`src/include/cid_config.svh`:
```
`ifndef CID_CONFIG_SVH
`define CID_CONFIG_SVH

// Stream id space
`define CID_STREAMS 64
`define CID_SID_W 6

// DFA state holds 0 to 5 matched characters
`define CID_STATE_W 3

// Match counter width
`define CID_CNT_W 16

// Wishbone address and data widths
`define CID_ADR_W 4
`define CID_DAT_W 32

// Register word addresses
`define CID_REG_EN_LO 4'd0
`define CID_REG_EN_HI 4'd1
`define CID_REG_COUNT 4'd2
`define CID_REG_FORGET 4'd3

`endif
```
`src/verilog/cid_pkg.sv`:
```
`include "cid_config.svh"

package cid_pkg;

   // One DFA state, n = characters of the token seen so far
   typedef logic [`CID_STATE_W-1:0] dfa_state_t;

   // Byte as it arrives from the packet interface
   typedef struct packed {
      logic                  valid;
      logic                  sop;
      logic                  eop;
      logic [`CID_SID_W-1:0] stream_id;
      logic [7:0]            data;
   } pkt_byte_t;

   // Control word that follows each byte down the pipeline
   typedef struct packed {
      logic                  valid;
      logic                  load_state;
      logic                  new_stream;
      logic                  enable;
      logic                  eop;
      logic [`CID_SID_W-1:0] stream_id;
      logic [7:0]            data;
   } scan_ctl_t;

   // Result for one finished packet
   typedef struct packed {
      logic                  valid;
      logic [`CID_SID_W-1:0] stream_id;
      logic                  matched;
      logic                  counted;
   } scan_verdict_t;

   // Wishbone classic request and response
   typedef struct packed {
      logic                  cyc;
      logic                  stb;
      logic                  we;
      logic [`CID_ADR_W-1:0] adr;
      logic [`CID_DAT_W-1:0] dat;
   } wb_req_t;

   typedef struct packed {
      logic                  ack;
      logic [`CID_DAT_W-1:0] dat;
   } wb_rsp_t;

endpackage

```
`src/verilog/content_scanner.sv`:
```
`timescale 1ns/100ps
`include "cid_config.svh"

module content_scanner
   import cid_pkg::*;
(
   input  logic          clk,
   input  logic          rst_n,
   input  pkt_byte_t     pkt_in,
   input  wb_req_t       wb_req,
   output wb_rsp_t       wb_rsp,
   output scan_verdict_t verdict,
   output logic          fired
);

   scan_ctl_t               ctl_s1;
   logic [`CID_STREAMS-1:0] enable_mask;
   logic [`CID_CNT_W-1:0]   count;
   logic                    count_clear;
   logic                    forget;

   // Input stage, stream lookup and enable
   packet_sequencer packet_sequencer_i (
      .clk         (clk),
      .rst_n       (rst_n),
      .pkt_in      (pkt_in),
      .enable_mask (enable_mask),
      .forget      (forget),
      .ctl_s1      (ctl_s1)
   );

   // State memory, DFA and packet verdict
   stream_context stream_context_i (
      .clk         (clk),
      .rst_n       (rst_n),
      .ctl_s1      (ctl_s1),
      .count_clear (count_clear),
      .count       (count),
      .verdict     (verdict),
      .fired       (fired)
   );

   // Wishbone register slave
   scan_regs scan_regs_i (
      .clk         (clk),
      .rst_n       (rst_n),
      .wb_req      (wb_req),
      .count       (count),
      .wb_rsp      (wb_rsp),
      .enable_mask (enable_mask),
      .count_clear (count_clear),
      .forget      (forget)
   );

endmodule

```
`src/verilog/scan_regs.sv`:
```
`timescale 1ns/100ps
`include "cid_config.svh"

module scan_regs
   import cid_pkg::*;
(
   input  logic                   clk,
   input  logic                   rst_n,
   input  wb_req_t                wb_req,
   input  logic [`CID_CNT_W-1:0]  count,
   output wb_rsp_t                wb_rsp,
   output logic [`CID_STREAMS-1:0] enable_mask,
   output logic                   count_clear,
   output logic                   forget
);

   logic                  take;
   logic                  wr;
   logic                  ack_q;
   logic [`CID_DAT_W-1:0] rd_dat;

   // New cycle seen, ack not yet given
   assign take = wb_req.cyc && wb_req.stb && !ack_q;
   assign wr   = take && wb_req.we;

   assign wb_rsp.ack = ack_q;
   assign wb_rsp.dat = rd_dat;

   always_ff @(posedge clk)
   begin
      if (!rst_n)
      begin
         ack_q       <= 1'b0;
         enable_mask <= '0;
         count_clear <= 1'b0;
         forget      <= 1'b0;
      end
      else
      begin
         // Single-cycle ack, dropped even if stb stays up
         ack_q <= take;
         // Pulses for one cycle on the accepted write
         count_clear <= wr && (wb_req.adr == `CID_REG_COUNT);
         forget      <= wr && (wb_req.adr == `CID_REG_FORGET);
         if (wr && wb_req.adr == `CID_REG_EN_LO)
            enable_mask[31:0] <= wb_req.dat;
         if (wr && wb_req.adr == `CID_REG_EN_HI)
            enable_mask[63:32] <= wb_req.dat;
      end
   end

   // Read data, valid together with ack
   always_ff @(posedge clk)
   begin
      if (take)
      begin
         case (wb_req.adr)
            `CID_REG_EN_LO: rd_dat <= enable_mask[31:0];
            `CID_REG_EN_HI: rd_dat <= enable_mask[63:32];
            // Counter zero-extended to the bus width
            `CID_REG_COUNT: rd_dat <= {{(`CID_DAT_W-`CID_CNT_W){1'b0}}, count};
            default: rd_dat <= '0;
         endcase
      end
   end

endmodule

```
`src/verilog/packet_sequencer.sv`:
```
`timescale 1ns/100ps
`include "cid_config.svh"

module packet_sequencer
   import cid_pkg::*;
(
   input  logic                   clk,
   input  logic                   rst_n,
   input  pkt_byte_t              pkt_in,
   input  logic [`CID_STREAMS-1:0] enable_mask,
   input  logic                   forget,
   output scan_ctl_t              ctl_s1
);

   // One bit per stream, set once a packet of it has been seen
   logic [`CID_STREAMS-1:0] known;
   logic                    start;

   assign start = pkt_in.valid && pkt_in.sop;

   // Known-stream table
   always_ff @(posedge clk)
   begin
      if (!rst_n)
         known <= '0;
      // Forget wins over a packet start in the same cycle
      else if (forget)
         known <= '0;
      else if (start)
         known[pkt_in.stream_id] <= 1'b1;
   end

   // Stage 1 control word
   always_ff @(posedge clk)
   begin
      ctl_s1.stream_id <= pkt_in.stream_id;
      ctl_s1.data      <= pkt_in.data;
      // Table lookup before this packet marks the stream
      ctl_s1.new_stream <= !known[pkt_in.stream_id];
      ctl_s1.enable     <= enable_mask[pkt_in.stream_id];
      if (!rst_n)
      begin
         ctl_s1.valid      <= 1'b0;
         ctl_s1.load_state <= 1'b0;
         ctl_s1.eop        <= 1'b0;
      end
      else
      begin
         ctl_s1.valid      <= pkt_in.valid;
         // sop byte makes the context restore the stream state
         ctl_s1.load_state <= start;
         ctl_s1.eop        <= pkt_in.valid && pkt_in.eop;
      end
   end

endmodule

```
`src/verilog/stream_context.sv`:
```
`timescale 1ns/100ps
`include "cid_config.svh"

module stream_context
   import cid_pkg::*;
(
   input  logic                 clk,
   input  logic                 rst_n,
   input  scan_ctl_t            ctl_s1,
   input  logic                 count_clear,
   output logic [`CID_CNT_W-1:0] count,
   output scan_verdict_t        verdict,
   output logic                 fired
);

   // Saved DFA state, one entry per stream
   dfa_state_t state_mem [0:`CID_STREAMS-1];

   scan_ctl_t  ctl_s2;
   scan_ctl_t  ctl_s3;
   dfa_state_t state_in;
   logic       state_in_vld;
   dfa_state_t state_out;
   logic       accept;
   logic       match_flag;
   logic       pkt_hit;

   // Restore point for the DFA, lined up with the byte in stage 2
   always_ff @(posedge clk)
   begin
      ctl_s2   <= ctl_s1;
      state_in <= ctl_s1.new_stream ? '0 : state_mem[ctl_s1.stream_id];
      if (!rst_n)
      begin
         ctl_s2.valid <= 1'b0;
         state_in_vld <= 1'b0;
      end
      else
         state_in_vld <= ctl_s1.valid && ctl_s1.load_state;
   end

   http_token_dfa http_token_dfa_i (
      .clk          (clk),
      .rst_n        (rst_n),
      .char_in      (ctl_s2.data),
      .char_vld     (ctl_s2.valid),
      .state_in     (state_in),
      .state_in_vld (state_in_vld),
      .state_out    (state_out),
      .accept       (accept)
   );

   // Stage 3 control sits beside the DFA result
   always_ff @(posedge clk)
   begin
      ctl_s3 <= ctl_s2;
      if (!rst_n)
         ctl_s3.valid <= 1'b0;
   end

   // Packet flag so far, the previous packet's flag is dropped on sop
   assign pkt_hit = (match_flag && !ctl_s3.load_state) || accept;
   assign fired   = match_flag;

   // One write port
   // eop save of an enabled stream first, else zero for a newly seen stream
   always_ff @(posedge clk)
   begin
      if (ctl_s3.valid && ctl_s3.eop && ctl_s3.enable)
         state_mem[ctl_s3.stream_id] <= state_out;
      else if (ctl_s1.valid && ctl_s1.load_state && ctl_s1.new_stream)
         state_mem[ctl_s1.stream_id] <= '0;
   end

   always_ff @(posedge clk)
   begin
      verdict.stream_id <= ctl_s3.stream_id;
      verdict.matched   <= pkt_hit;
      verdict.counted   <= pkt_hit && ctl_s3.enable;
      if (!rst_n)
      begin
         match_flag    <= 1'b0;
         count         <= '0;
         verdict.valid <= 1'b0;
      end
      else
      begin
         if (ctl_s3.valid)
            match_flag <= pkt_hit;
         verdict.valid <= ctl_s3.valid && ctl_s3.eop;
         // Register clear beats a same-cycle increment
         if (count_clear)
            count <= '0;
         else if (ctl_s3.valid && ctl_s3.eop && ctl_s3.enable && pkt_hit)
            count <= count + 1'b1;
      end
   end

endmodule

```
`src/verilog/http_token_dfa.sv`:
```
`timescale 1ns/100ps

module http_token_dfa
   import cid_pkg::*;
(
   input  logic       clk,
   input  logic       rst_n,
   input  logic [7:0] char_in,
   input  logic       char_vld,
   input  dfa_state_t state_in,
   input  logic       state_in_vld,
   output dfa_state_t state_out,
   output logic       accept
);

   // Full token seen
   localparam dfa_state_t accept_state = 3'd5;

   dfa_state_t cur_state;
   dfa_state_t next_state;
   logic [7:0] folded;
   logic [7:0] want;

   always_comb
   begin
      // Loaded state takes over from the running one at packet start
      cur_state = state_in_vld ? state_in : state_out;
      // Fold upper case letters to lower case, '/' passes unchanged
      folded = (char_in >= "A" && char_in <= "Z") ? (char_in | 8'h20) : char_in;
      // Next expected letter of "http/"
      case (cur_state)
         3'd0: want = "h";
         3'd1: want = "t";
         3'd2: want = "t";
         3'd3: want = "p";
         default: want = "/";
      endcase
      if (folded == want)
         next_state = cur_state + 3'd1;
      // An H after a partial match may begin a new token
      else if (folded == "h")
         next_state = 3'd1;
      else
         next_state = '0;
   end

   always_ff @(posedge clk)
   begin
      if (!rst_n)
      begin
         state_out <= '0;
         accept    <= 1'b0;
      end
      else
      begin
         accept <= 1'b0;
         if (char_vld)
         begin
            // Report the hit and restart the search
            if (next_state == accept_state)
            begin
               state_out <= '0;
               accept    <= 1'b1;
            end
            else
               state_out <= next_state;
         end
      end
   end

endmodule

```
`config.mk`:
```
export PLATFORM = sky130hd
export DESIGN_NAME = content_scanner
export DESIGN_NICKNAME = d
export VERILOG_FILES = /design/src/verilog/cid_pkg.sv /design/src/verilog/content_scanner.sv /design/src/verilog/scan_regs.sv /design/src/verilog/packet_sequencer.sv /design/src/verilog/stream_context.sv /design/src/verilog/http_token_dfa.sv
export VERILOG_INCLUDE_DIRS = /design/src /design/src/include
export SDC_FILE = /design/constraint.sdc
export NUM_CORES = 1
export LEC_CHECK = 0
export BUFFER_PORTS_ARGS = -buffer_cell sky130_fd_sc_hd__buf_2
export CAP_MARGIN = 25
export CORE_MARGIN = 2
export CORE_UTILIZATION = 45
export DETAILED_ROUTE_END_ITERATION = 16
export RECOVER_POWER = 100
export SETUP_SLACK_MARGIN = 0.15
export SLEW_MARGIN = 0
export SYNTH_ARGS = -nofsm -noshare
export SYNTH_HDL_FRONTEND = slang
export SYNTH_SLANG_ARGS = --single-unit
export TNS_END_PERCENT = 30
```
`constraint.sdc`:
```
create_clock -name clk -period 4.1 [get_ports clk]
set_clock_uncertainty 0.1 [all_clocks]
set_input_delay 0.205 -clock clk [delete_from_list [all_inputs] [get_ports clk]]
set_output_delay 0.205 -clock clk [all_outputs]
set_load 0.02 [all_outputs]
```
After elaboration in Yosys (flattened, before gate mapping)
Memory sizes are Yosys's and may differ from the RTL's. A register that Yosys moved wholly into a read port is not among the register bits.
Index checks and enable logic that the tools add are counted.
W data, S select, Z words.
{"block": "classes", "add_sub_neg": 2, "magnitude_cmp": 4, "eq_ne": 9, "n_mux": 22, "n_bitwise": 2, "reduce_logical": 29}
{"cell": "$pmux W32 S3", "n": 1}
{"cell": "$or A64 B64 Y64", "n": 1}
{"cell": "$pmux W7 S3", "n": 1}
{"cell": "$logic_and A1 B1 Y1", "n": 18}
{"cell": "$add A16 B1 Y16 const B", "n": 1}
{"cell": "$bmux W1 S6", "n": 2}
{"cell": "$mux W3", "n": 4}
{"cell": "$mux W6", "n": 2}
{"cell": "$mux W1", "n": 11}
{"cell": "$eq A4 B2 Y1 const B", "n": 2}
{"cell": "$eq A8 B7 Y1", "n": 1}
{"cell": "$eq A8 B7 Y1 const B", "n": 1}
{"cell": "$ge A8 B7 Y1 const B", "n": 1}
{"cell": "$le A8 B7 Y1 const B", "n": 1}
{"cell": "$lt A6 B7 Y1 const B", "n": 1}
{"cell": "$demux W1 S6", "n": 1}
{"cell": "$eq A3 B2 Y1 const B", "n": 2}
{"cell": "$ge A6 B1 Y1 const B", "n": 1}
{"cell": "$reduce_or A2 Y1", "n": 3}
{"cell": "$eq A4 B1 Y1 const B", "n": 1}
{"cell": "$logic_not A4 Y1", "n": 1}
{"cell": "$add A3 B1 Y3 const B", "n": 1}
{"cell": "$eq A3 B1 Y1 const B", "n": 1}
{"cell": "$eq A3 B3 Y1 const B", "n": 1}
{"cell": "6 further kinds", "n": 8}
{"block": "totals", "ff_bits": 241, "ram_bits": 192, "in_bits": 58, "output_inout_bits": 43, "elab_cells": 103, "n_memories": 1}
{"name": "stream_context_i.state_mem", "words": 64, "width": 3, "read_ports": 1, "rd_ports_with_merged_regs": 1, "write_ports": 1, "line": "stream_context.sv:17", "source": "dfa_state_t state_mem [0:`CID_STREAMS-1];"}

Depth between registers and ports, before layout
Gate-level depths: netlist of the first run.
{"block": "depth", "ltp_word": 8, "ltp_mapped": 9, "ltp_nobuf": 9}

Hierarchy
A second synthesis of the first run with hierarchy kept.
{"block": "hier_totals", "cells_unflattened": 1350, "hier_area_um2": 17589.4}
{"module": "stream_context", "n_inst": 1, "cells_per_inst": 587, "area_each_um2": 9585.4, "seq_area_each_um2": 6926.6}
{"module": "scan_regs", "n_inst": 1, "cells_per_inst": 346, "area_each_um2": 3937.5, "seq_area_each_um2": 2302.2}
{"module": "packet_sequencer", "n_inst": 1, "cells_per_inst": 365, "area_each_um2": 3609.7, "seq_area_each_um2": 1661.6}
{"module": "http_token_dfa", "n_inst": 1, "cells_per_inst": 52, "area_each_um2": 456.7, "seq_area_each_um2": 80.1}

Least setup slack after synthesis of the first run
No wires, ideal clock.
{"block": "synth_timing", "path_kind": "flip-flop to flip-flop", "start": "register stream_context_i.ctl_s3[18] in the netlist's numbering", "end": "memory stream_context_i.state_mem[0][0] in the netlist's numbering, data pin", "setup_time_ns": 0.516, "arrival_time_ns": 2.469, "required_ns": 3.484, "path_slack_ns": 1.014, "stages_incl_launch_ff": 5, "path_buffers": 1, "synth_period_minus_slack_ns": 3.086, "cell_sequence": "dfxtp_1 and3_1 nor2_2 clkbuf_1 nor2b_1"}
{"block": "synth_between", "elab_chain_len": 6}
{"item": "start, declared", "line": "stream_context.sv:20", "source": "scan_ctl_t ctl_s3;"}
{"item": "start signal, assigned", "line": "stream_context.sv:56", "source": "ctl_s3 <= ctl_s2;"}
{"item": "$logic_and A1 B1 Y1 (2 in a row)", "line": "stream_context.sv:69", "source": "if (ctl_s3.valid && ctl_s3.eop && ctl_s3.enable)"}
{"item": "$mux W1", "line": "stream_context.sv:69"}
{"item": "$mux W1 (implied by the code)", "line": "stream_context.sv:72", "source": "state_mem[ctl_s1.stream_id] <= '0;"}
{"item": "$reduce_or A3 Y1 (no source line)"}
{"item": "$mux W3 (no source line)"}
{"item": "end, declared", "line": "stream_context.sv:17"}
No other way between the ends.

Worst setup path after layout of the first run
{"block": "layout_timing", "start": "input port wb_req[33] in the netlist's numbering", "end": "register scan_regs_i.enable_mask[43]"}
{"block": "layout_between", "elab_chain_len": 2}
{"item": "start, declared", "line": "content_scanner.sv:10", "source": "input wb_req_t wb_req,"}
{"item": "$eq A4 B1 Y1 (no source line)"}
{"item": "$logic_and A1 B1 Y1 (no source line)"}
{"item": "end signal, assigned", "line": "scan_regs.sv:48", "source": "enable_mask[63:32] <= wb_req.dat;"}
{"item": "end, declared", "line": "scan_regs.sv:12", "source": "output logic [`CID_STREAMS-1:0] enable_mask,"}
No other way between the ends.
A chain may end at the register's enable or synchronous reset.

==> impl_metrics.toml, run 1 <==
[run_status]
outcome = "finished with violations"
violations = "capacitance limit, slew limit"

[placed_design]
hpwl_um = 29410
dp.cells = 1992
io_buffers = 100
routabilityCongestion = 0.8640
place_area_sq_um = 18500

[yosys]
netlist-cell-type-count = 70
synth-seq-cells = 436
async_flop_share_pct = 0
synth.area.top_cells = "edfxtp_1, dfxtp_1, mux4_2"
ys_seq_area_share_pct = 62.85
syn_area_sq_um = 17450
syn-instance-count = 1427
netlist.top_cell.by_area = "edfxtp_1"
yosysWarnings = 0
synth_nets = 1491
ys.flop_type = "edfxtp_1"
synth-edff-count = 224
syn_avg_cell_area_sq_um = 12.23
synth_top_area_share_pct = 38.54

[route]
num_vias = 11940
wire_per_inst_um = 21.00
via_per_inst = 5.604
drtPass1Iterations = 6
drc = 0
drt_wl_total_um = 44760
ant_nets = 0
drt_iter0_drc = 920

[clocking]
path_clk_slew_ns = 0.06
clockRootBuffer = "clkbuf_16"
cts_made_buffers = 45
cts.htree.levels = 2
cts_setup_buffers = 0
clock_latency_ns = 0.59
cts.sinks = 436
cts_buffer_depth = 3
cts_resized = 0
cts_tree = "built"
ctsHoldBuffers = 55

[sta]
worst_slew_pin_slew_ns = 2.140
rsz0062_at_grt = "false"
relSlewSlack_pct = -42.94
post-route-min-period_ns = 3.454
period_share_pct = 84.26
fmax_ghz = 0.2895
hold_viol = 0
whs_ns = 0.1677
fin_setup_tns_ns = 0
maxSlewViolCount = 213
setup_viol = 0

[power_and_ir_drop]
p_int_mw = 7.008
swShare_pct = 21.96
power_frac_comb_pct = 4.3
p_sw_mw = 1.972
p_clk_share_pct = 43.9
p_leak_nw = 7.481
peakVddDrop_mv = 0.2782
seq_power_share_pct = 51.9
power.density_nw_per_um2 = 441.5
power.total_mw = 8.979

[global_route]
grt_pass1_vias = 11750
grt_max_degree = 65
grt_usage_pct = 22.16
globalRoute.totalOverflow = 0
antenna_found_initial = 3
grt_pass1_wl_um = 69360

[die]
core_area_sq_um = 38470
fp.dieH_um = 200.9
die_x_um = 200.9
io_pins = 101
rows = 72
die_area_sq_um = 40380
start_util_pct = 45.37

[finish]
area_growth_pct = 16.52
final_cell_mix = "edfxtp_1, dfxtp_1, nand2_1"
final_design_area_no_fill_sq_um = 20340
final_common_cell = "edfxtp_1"
stdcell_count = 2131
fin_nets = 1640
drive_above_1_share_pct = 13.72

[worst_setup_path]
arrival_ns = 3.86
cp_max_fo = 34
criticalPathCategory = "primary input to flop"
crit_path_end_kind = "flop"
start_kind = "primary input"
required_ns = 4.51

[hold_path]
hold_path_class = "primary input to flop"

[job]
maxCapViolCount = 6
routing by layer:
layer	wire [um]	global-route usage [%]	share of wire, %	vias to the layer above
met5	13	0	0.029	-
met4	1318	7.354	2.9	2
met3	2585	4.107	5.8	83
met2	21590	36.69	48	387
met1	19250	29.51	43	5939
li1	-	-	-	5531
cell families (layout without fill, tap and decap cells):
logic type | count (synthesis) | in the layout | synth area share (%)
AOI/OAI and AO/OA | 276 | 276 | 10.78
xor gates and xnor gates | 12 | 12 | 0.6021
adders and majority gates | 6 | 6 | 0.4301
buffers and inverters | 113 | 297 | 2.946
DFF | 436 | 436 | 62.85
muxes | 94 | 94 | 10.11
other | 0 | 2 | 0
and+or+nand+nor | 490 | 490 | 12.28
cell type report:
cell class                      count  area (sq um)
Timing Repair Buffer              188          1211
Antenna cell                        2         5.005
Clock buffer                       73          1314
Clock inverter                      9         88.84
Inverter                           27         101.3
Sequential cell                   436         10970
Fill cell                        3332         18130
Tap cell                          518         648.1
Multi-Input combinational cell    878          5996
worst max-delay path, cell delays in order:
cell and delay [ns]:
dlygate4sd3_1 0.54, buf_2 0.17, nor4b_4 0.26, clkbuf_1 1.38, and3_1 0.66, buf_4 0.37
nand2_1 0.09, a21boi_0 0.16
registers in the layout, summed over array words and instances, names as in the netlist:
register,count
stream_context_i.verdict,9
stream_context_i.ctl_s3,10
scan_regs_i.rd_dat,32
stream_context_i.fired,1
scan_regs_i.forget,1
packet_sequencer_i.ctl_s1,19
scan_regs_i.count_clear,1
stream_context_i.http_token_dfa_i.accept,1
scan_regs_i.ack_q,1
packet_sequencer_i.known,64
stream_context_i.http_token_dfa_i.state_out,3
stream_context_i.count,16
stream_context_i.state_in,3
stream_context_i.state_in_vld,1
stream_context_i.state_mem,192
scan_regs_i.enable_mask,64
stream_context_i.ctl_s2,18
stage by stage:
stage	setup slack, ns	utilization (%)
2_1_floorplan	1.014	-
3_3_place_gp	1.158	48.05
3_5_place_dp	1.062	48.08
4_1_cts	1.062	53.16
5_1_grt	0.4750	52.86
6_report	0.6455	52.87
worst paths after layout:
| path | from | to | slack [ns] | cells after the start |
|---|---|---|---|---|
| max reg2reg | packet_sequencer_i.ctl_s1[9] | stream_context_i.state_mem[62][0] | 0.70 | 5 |
| min reg2reg | packet_sequencer_i.ctl_s1[4] | stream_context_i.ctl_s2[4] | 0.22 | 0 |
| max | wb_req[33] | scan_regs_i.enable_mask[43] | 0.65 | 8 |
| min | pkt_in[5] | packet_sequencer_i.ctl_s1[5] | 0.17 | 2 |
cell usage after synthesis (9+ instances only):
library cell,n
inv_1,27
nand3_1,24
buf_2,24
a31oi_1,10
nor2b_1,14
clkbuf_1,49
a21oi_1,71
nor2_1,178
edfxtp_1,224
dfxtp_1,212
a21boi_1,9
a21boi_0,58
and3_1,9
nand2b_1,12
mux2_2,13
mux2i_1,17
a222oi_1,16
a22o_1,18
o21ai_0,29
mux4_2,59
nand2_1,193
o22ai_1,16
nor3_1,16
power by group through the flow:
stage | clock network, mW | logic (mW) | registers [mW]
after floorplan | 0 | 0.224 | 4.73
after global placement | 0 | 0.341 | 4.75
after detailed placement | 0 | 0.345 | 4.75
after CTS | 4.01 | 0.386 | 4.66
after global routing | 4.19 | 0.411 | 4.66
final | 3.94 | 0.382 | 4.66
(Power assumes the default switching activity.)
==> run 2: changes to the inputs <==
==> constraint.sdc (replaced) <==
create_clock -name clk -period 3.6 [get_ports clk]
set_clock_uncertainty 0.1 [all_clocks]
set_input_delay 0.18 -clock clk [delete_from_list [all_inputs] [get_ports clk]]
set_output_delay 0.18 -clock clk [all_outputs]
set_load 0.02 [all_outputs]
==> impl_metrics.toml, run 2 (synthesis results as in run 1) <==
[sta]
fin_setup_tns_ns = 0
relSlewSlack_pct = -30.67
rsz0062_at_grt = "false"
maxSlewViolCount = 116
post-route-min-period_ns = 3.109
worst_slew_pin_slew_ns = 1.960
setup_viol = 0
whs_ns = 0.1460
hold_viol = 0
period_share_pct = 86.36
fmax_ghz = 0.3217

[power_and_ir_drop]
peakVddDrop_mv = 0.3245
seq_power_share_pct = 50.7
power.density_nw_per_um2 = 509.2
power_frac_comb_pct = 4.3
p_clk_share_pct = 45.0
p_leak_nw = 7.573
swShare_pct = 21.49
p_int_mw = 8.190
p_sw_mw = 2.241

[finish]
drive_above_1_share_pct = 14.29
fin_nets = 1642
fin_util_pct = 53.26
fill_cells = 3346
final_common_cell = "edfxtp_1"
reg.largest.list = "stream_context_i.state_mem x192, packet_sequencer_i.known x64, scan_regs_i.enable_mask x64"
largest_reg_flops = 192
final_cell_mix = "edfxtp_1, dfxtp_1, nand2_1"
area_growth_pct = 17.38
largest-register = "stream_context_i.state_mem"

[worst_setup_path]
crit_path_cell_trace = "buf_4 > mux4_2 > mux4_2 > o2111ai_1 > nand2_1"
reg2reg_setup_slack_ns = 0.49
cpPeakStageDelay_ns = 1.11
cp_max_fo = 19
startpoint = "packet_sequencer_i.ctl_s1[8]"
r2r_end = "stream_context_i.state_in[2]"
required_ns = 3.95
regToRegStartpoint = "packet_sequencer_i.ctl_s1[8]"
cp_common_cell = "mux4_2"
arrival_ns = 3.46
start_kind = "flop"
crit_path_end = "stream_context_i.state_in[2]"
criticalPathCategory = "flop to flop"
reg2regPathDepth = 5
crit_path_end_kind = "flop"
slowest_stage = "dfxtp_1"

[clocking]
clock_latency_ns = 0.58
cts_tree = "built"
cts_setup_buffers = 0
cts_made_buffers = 46
cts.htree.levels = 2
path_clk_slew_ns = 0.06
clockRootBuffer = "clkbuf_16"
cts.sinks = 436
cts_buffer_depth = 3

[global_route]
grt_max_degree = 65
grt_pass1_wl_um = 67060
grt_pass1_vias = 11730
grt_usage_pct = 21.25
globalRoute.totalOverflow = 0
antenna_found_initial = 3

[hold_path]
hold_path_class = "primary input to flop"
hold_depth = 2

[placed_design]
routabilityCongestion = 0.7943
io_buffers = 100
hpwl_um = 27770

[route]
drt_iter0_drc = 934
num_vias = 11790
drc = 0
wire_per_inst_um = 20.01
drtPass1Iterations = 7
ant_nets = 0
via_per_inst = 5.520
drt_wl_total_um = 42730

[die]
fp.dieH_um = 200.9
die_x_um = 200.9
rows = 72
io_pins = 101
core_area_sq_um = 38470
start_util_pct = 45.37
die_area_sq_um = 40380

[run_status]
outcome = "finished with violations"
violations = "capacitance limit, slew limit"

[job]
maxCapViolCount = 3
==> run 2: changes by cell type in the layout (fill, tap and decap cells not counted), sizes merged <==
cell,before,now
clkbuf,131,135
inv,30,27
buf,75,71
clkinv,5,13
==> run 2: layout make-up <==
class	instances	area [sq um]	area share, %
inverters	27	101.3	0.4947
well taps	518	648.1	3.163
multi-input cells	878	6007	29.32
clock buffers	72	1421	6.937
repair buffers	189	1245	6.076
clock inverters	14	90.09	0.4397
flip-flops and latches	436	10970	53.54
diodes	2	5.005	0.02443
==> run 2: layer usage <==
metal	routed length, um	up-vias	global-route usage, %
met1	18420	5851	28.49
met2	20730	320	34.86
li1	-	5540	-
met4	1338	2	7.487
met5	13	-	0
met3	2230	78	3.782
==> run 2: power groups by stage <==
stage	sequential (mW)	clock, mW	combinational (mW)
3_5_place_dp	5.40	0	0.407
2_1_floorplan	5.38	0	0.255
6_report	5.29	4.69	0.448
4_1_cts	5.29	4.78	0.454
3_3_place_gp	5.39	0	0.404
5_1_grt	5.29	4.98	0.485
==> run 2: through the flow <==
step | setup WS (ns) | std cells | instance area [sq um] | total power, mW
2_1_floorplan | 0.5144 | 1427 | 17450 | 5.640
4_1_cts | 0.7680 | 2134 | 20600 | 10.52
3_3_place_gp | 0.8664 | 1992 | 18530 | 5.798
6_report | 0.4911 | 2136 | 20490 | 10.43
5_1_grt | 0.2682 | 2134 | 20480 | 10.76
3_5_place_dp | 0.7996 | 1993 | 18540 | 5.803
==> run 2: what timing repair did <==
action	in CTS	in global routing
hold buffers	55	0
gates resized for setup	0	0
hold endpoints to repair	81	0
==> run 2: how the worst min path moves through the flow <==
stage,start,endpoint,slack [ns]
3_3_place_gp,pkt_in[0],packet_sequencer_i.ctl_s1[0],0.19
5_1_grt,pkt_in[2],packet_sequencer_i.ctl_s1[2],0.13
2_1_floorplan,pkt_in[0],packet_sequencer_i.ctl_s1[0],0.11
6_report,pkt_in[0],packet_sequencer_i.ctl_s1[0],0.15
4_1_cts,pkt_in[10],packet_sequencer_i.ctl_s1[10],0.12
3_5_place_dp,pkt_in[0],packet_sequencer_i.ctl_s1[0],0.18
==> run 2: critical path, delay by kind of cell (launching register included) <==
family | cells | cell delay (ns)
DFF | 1 | 1.11
muxes | 2 | 1.07
buffers and inverters | 1 | 0.40
AOI/OAI and AO/OA | 1 | 0.24
and+or+nand+nor | 1 | 0.08
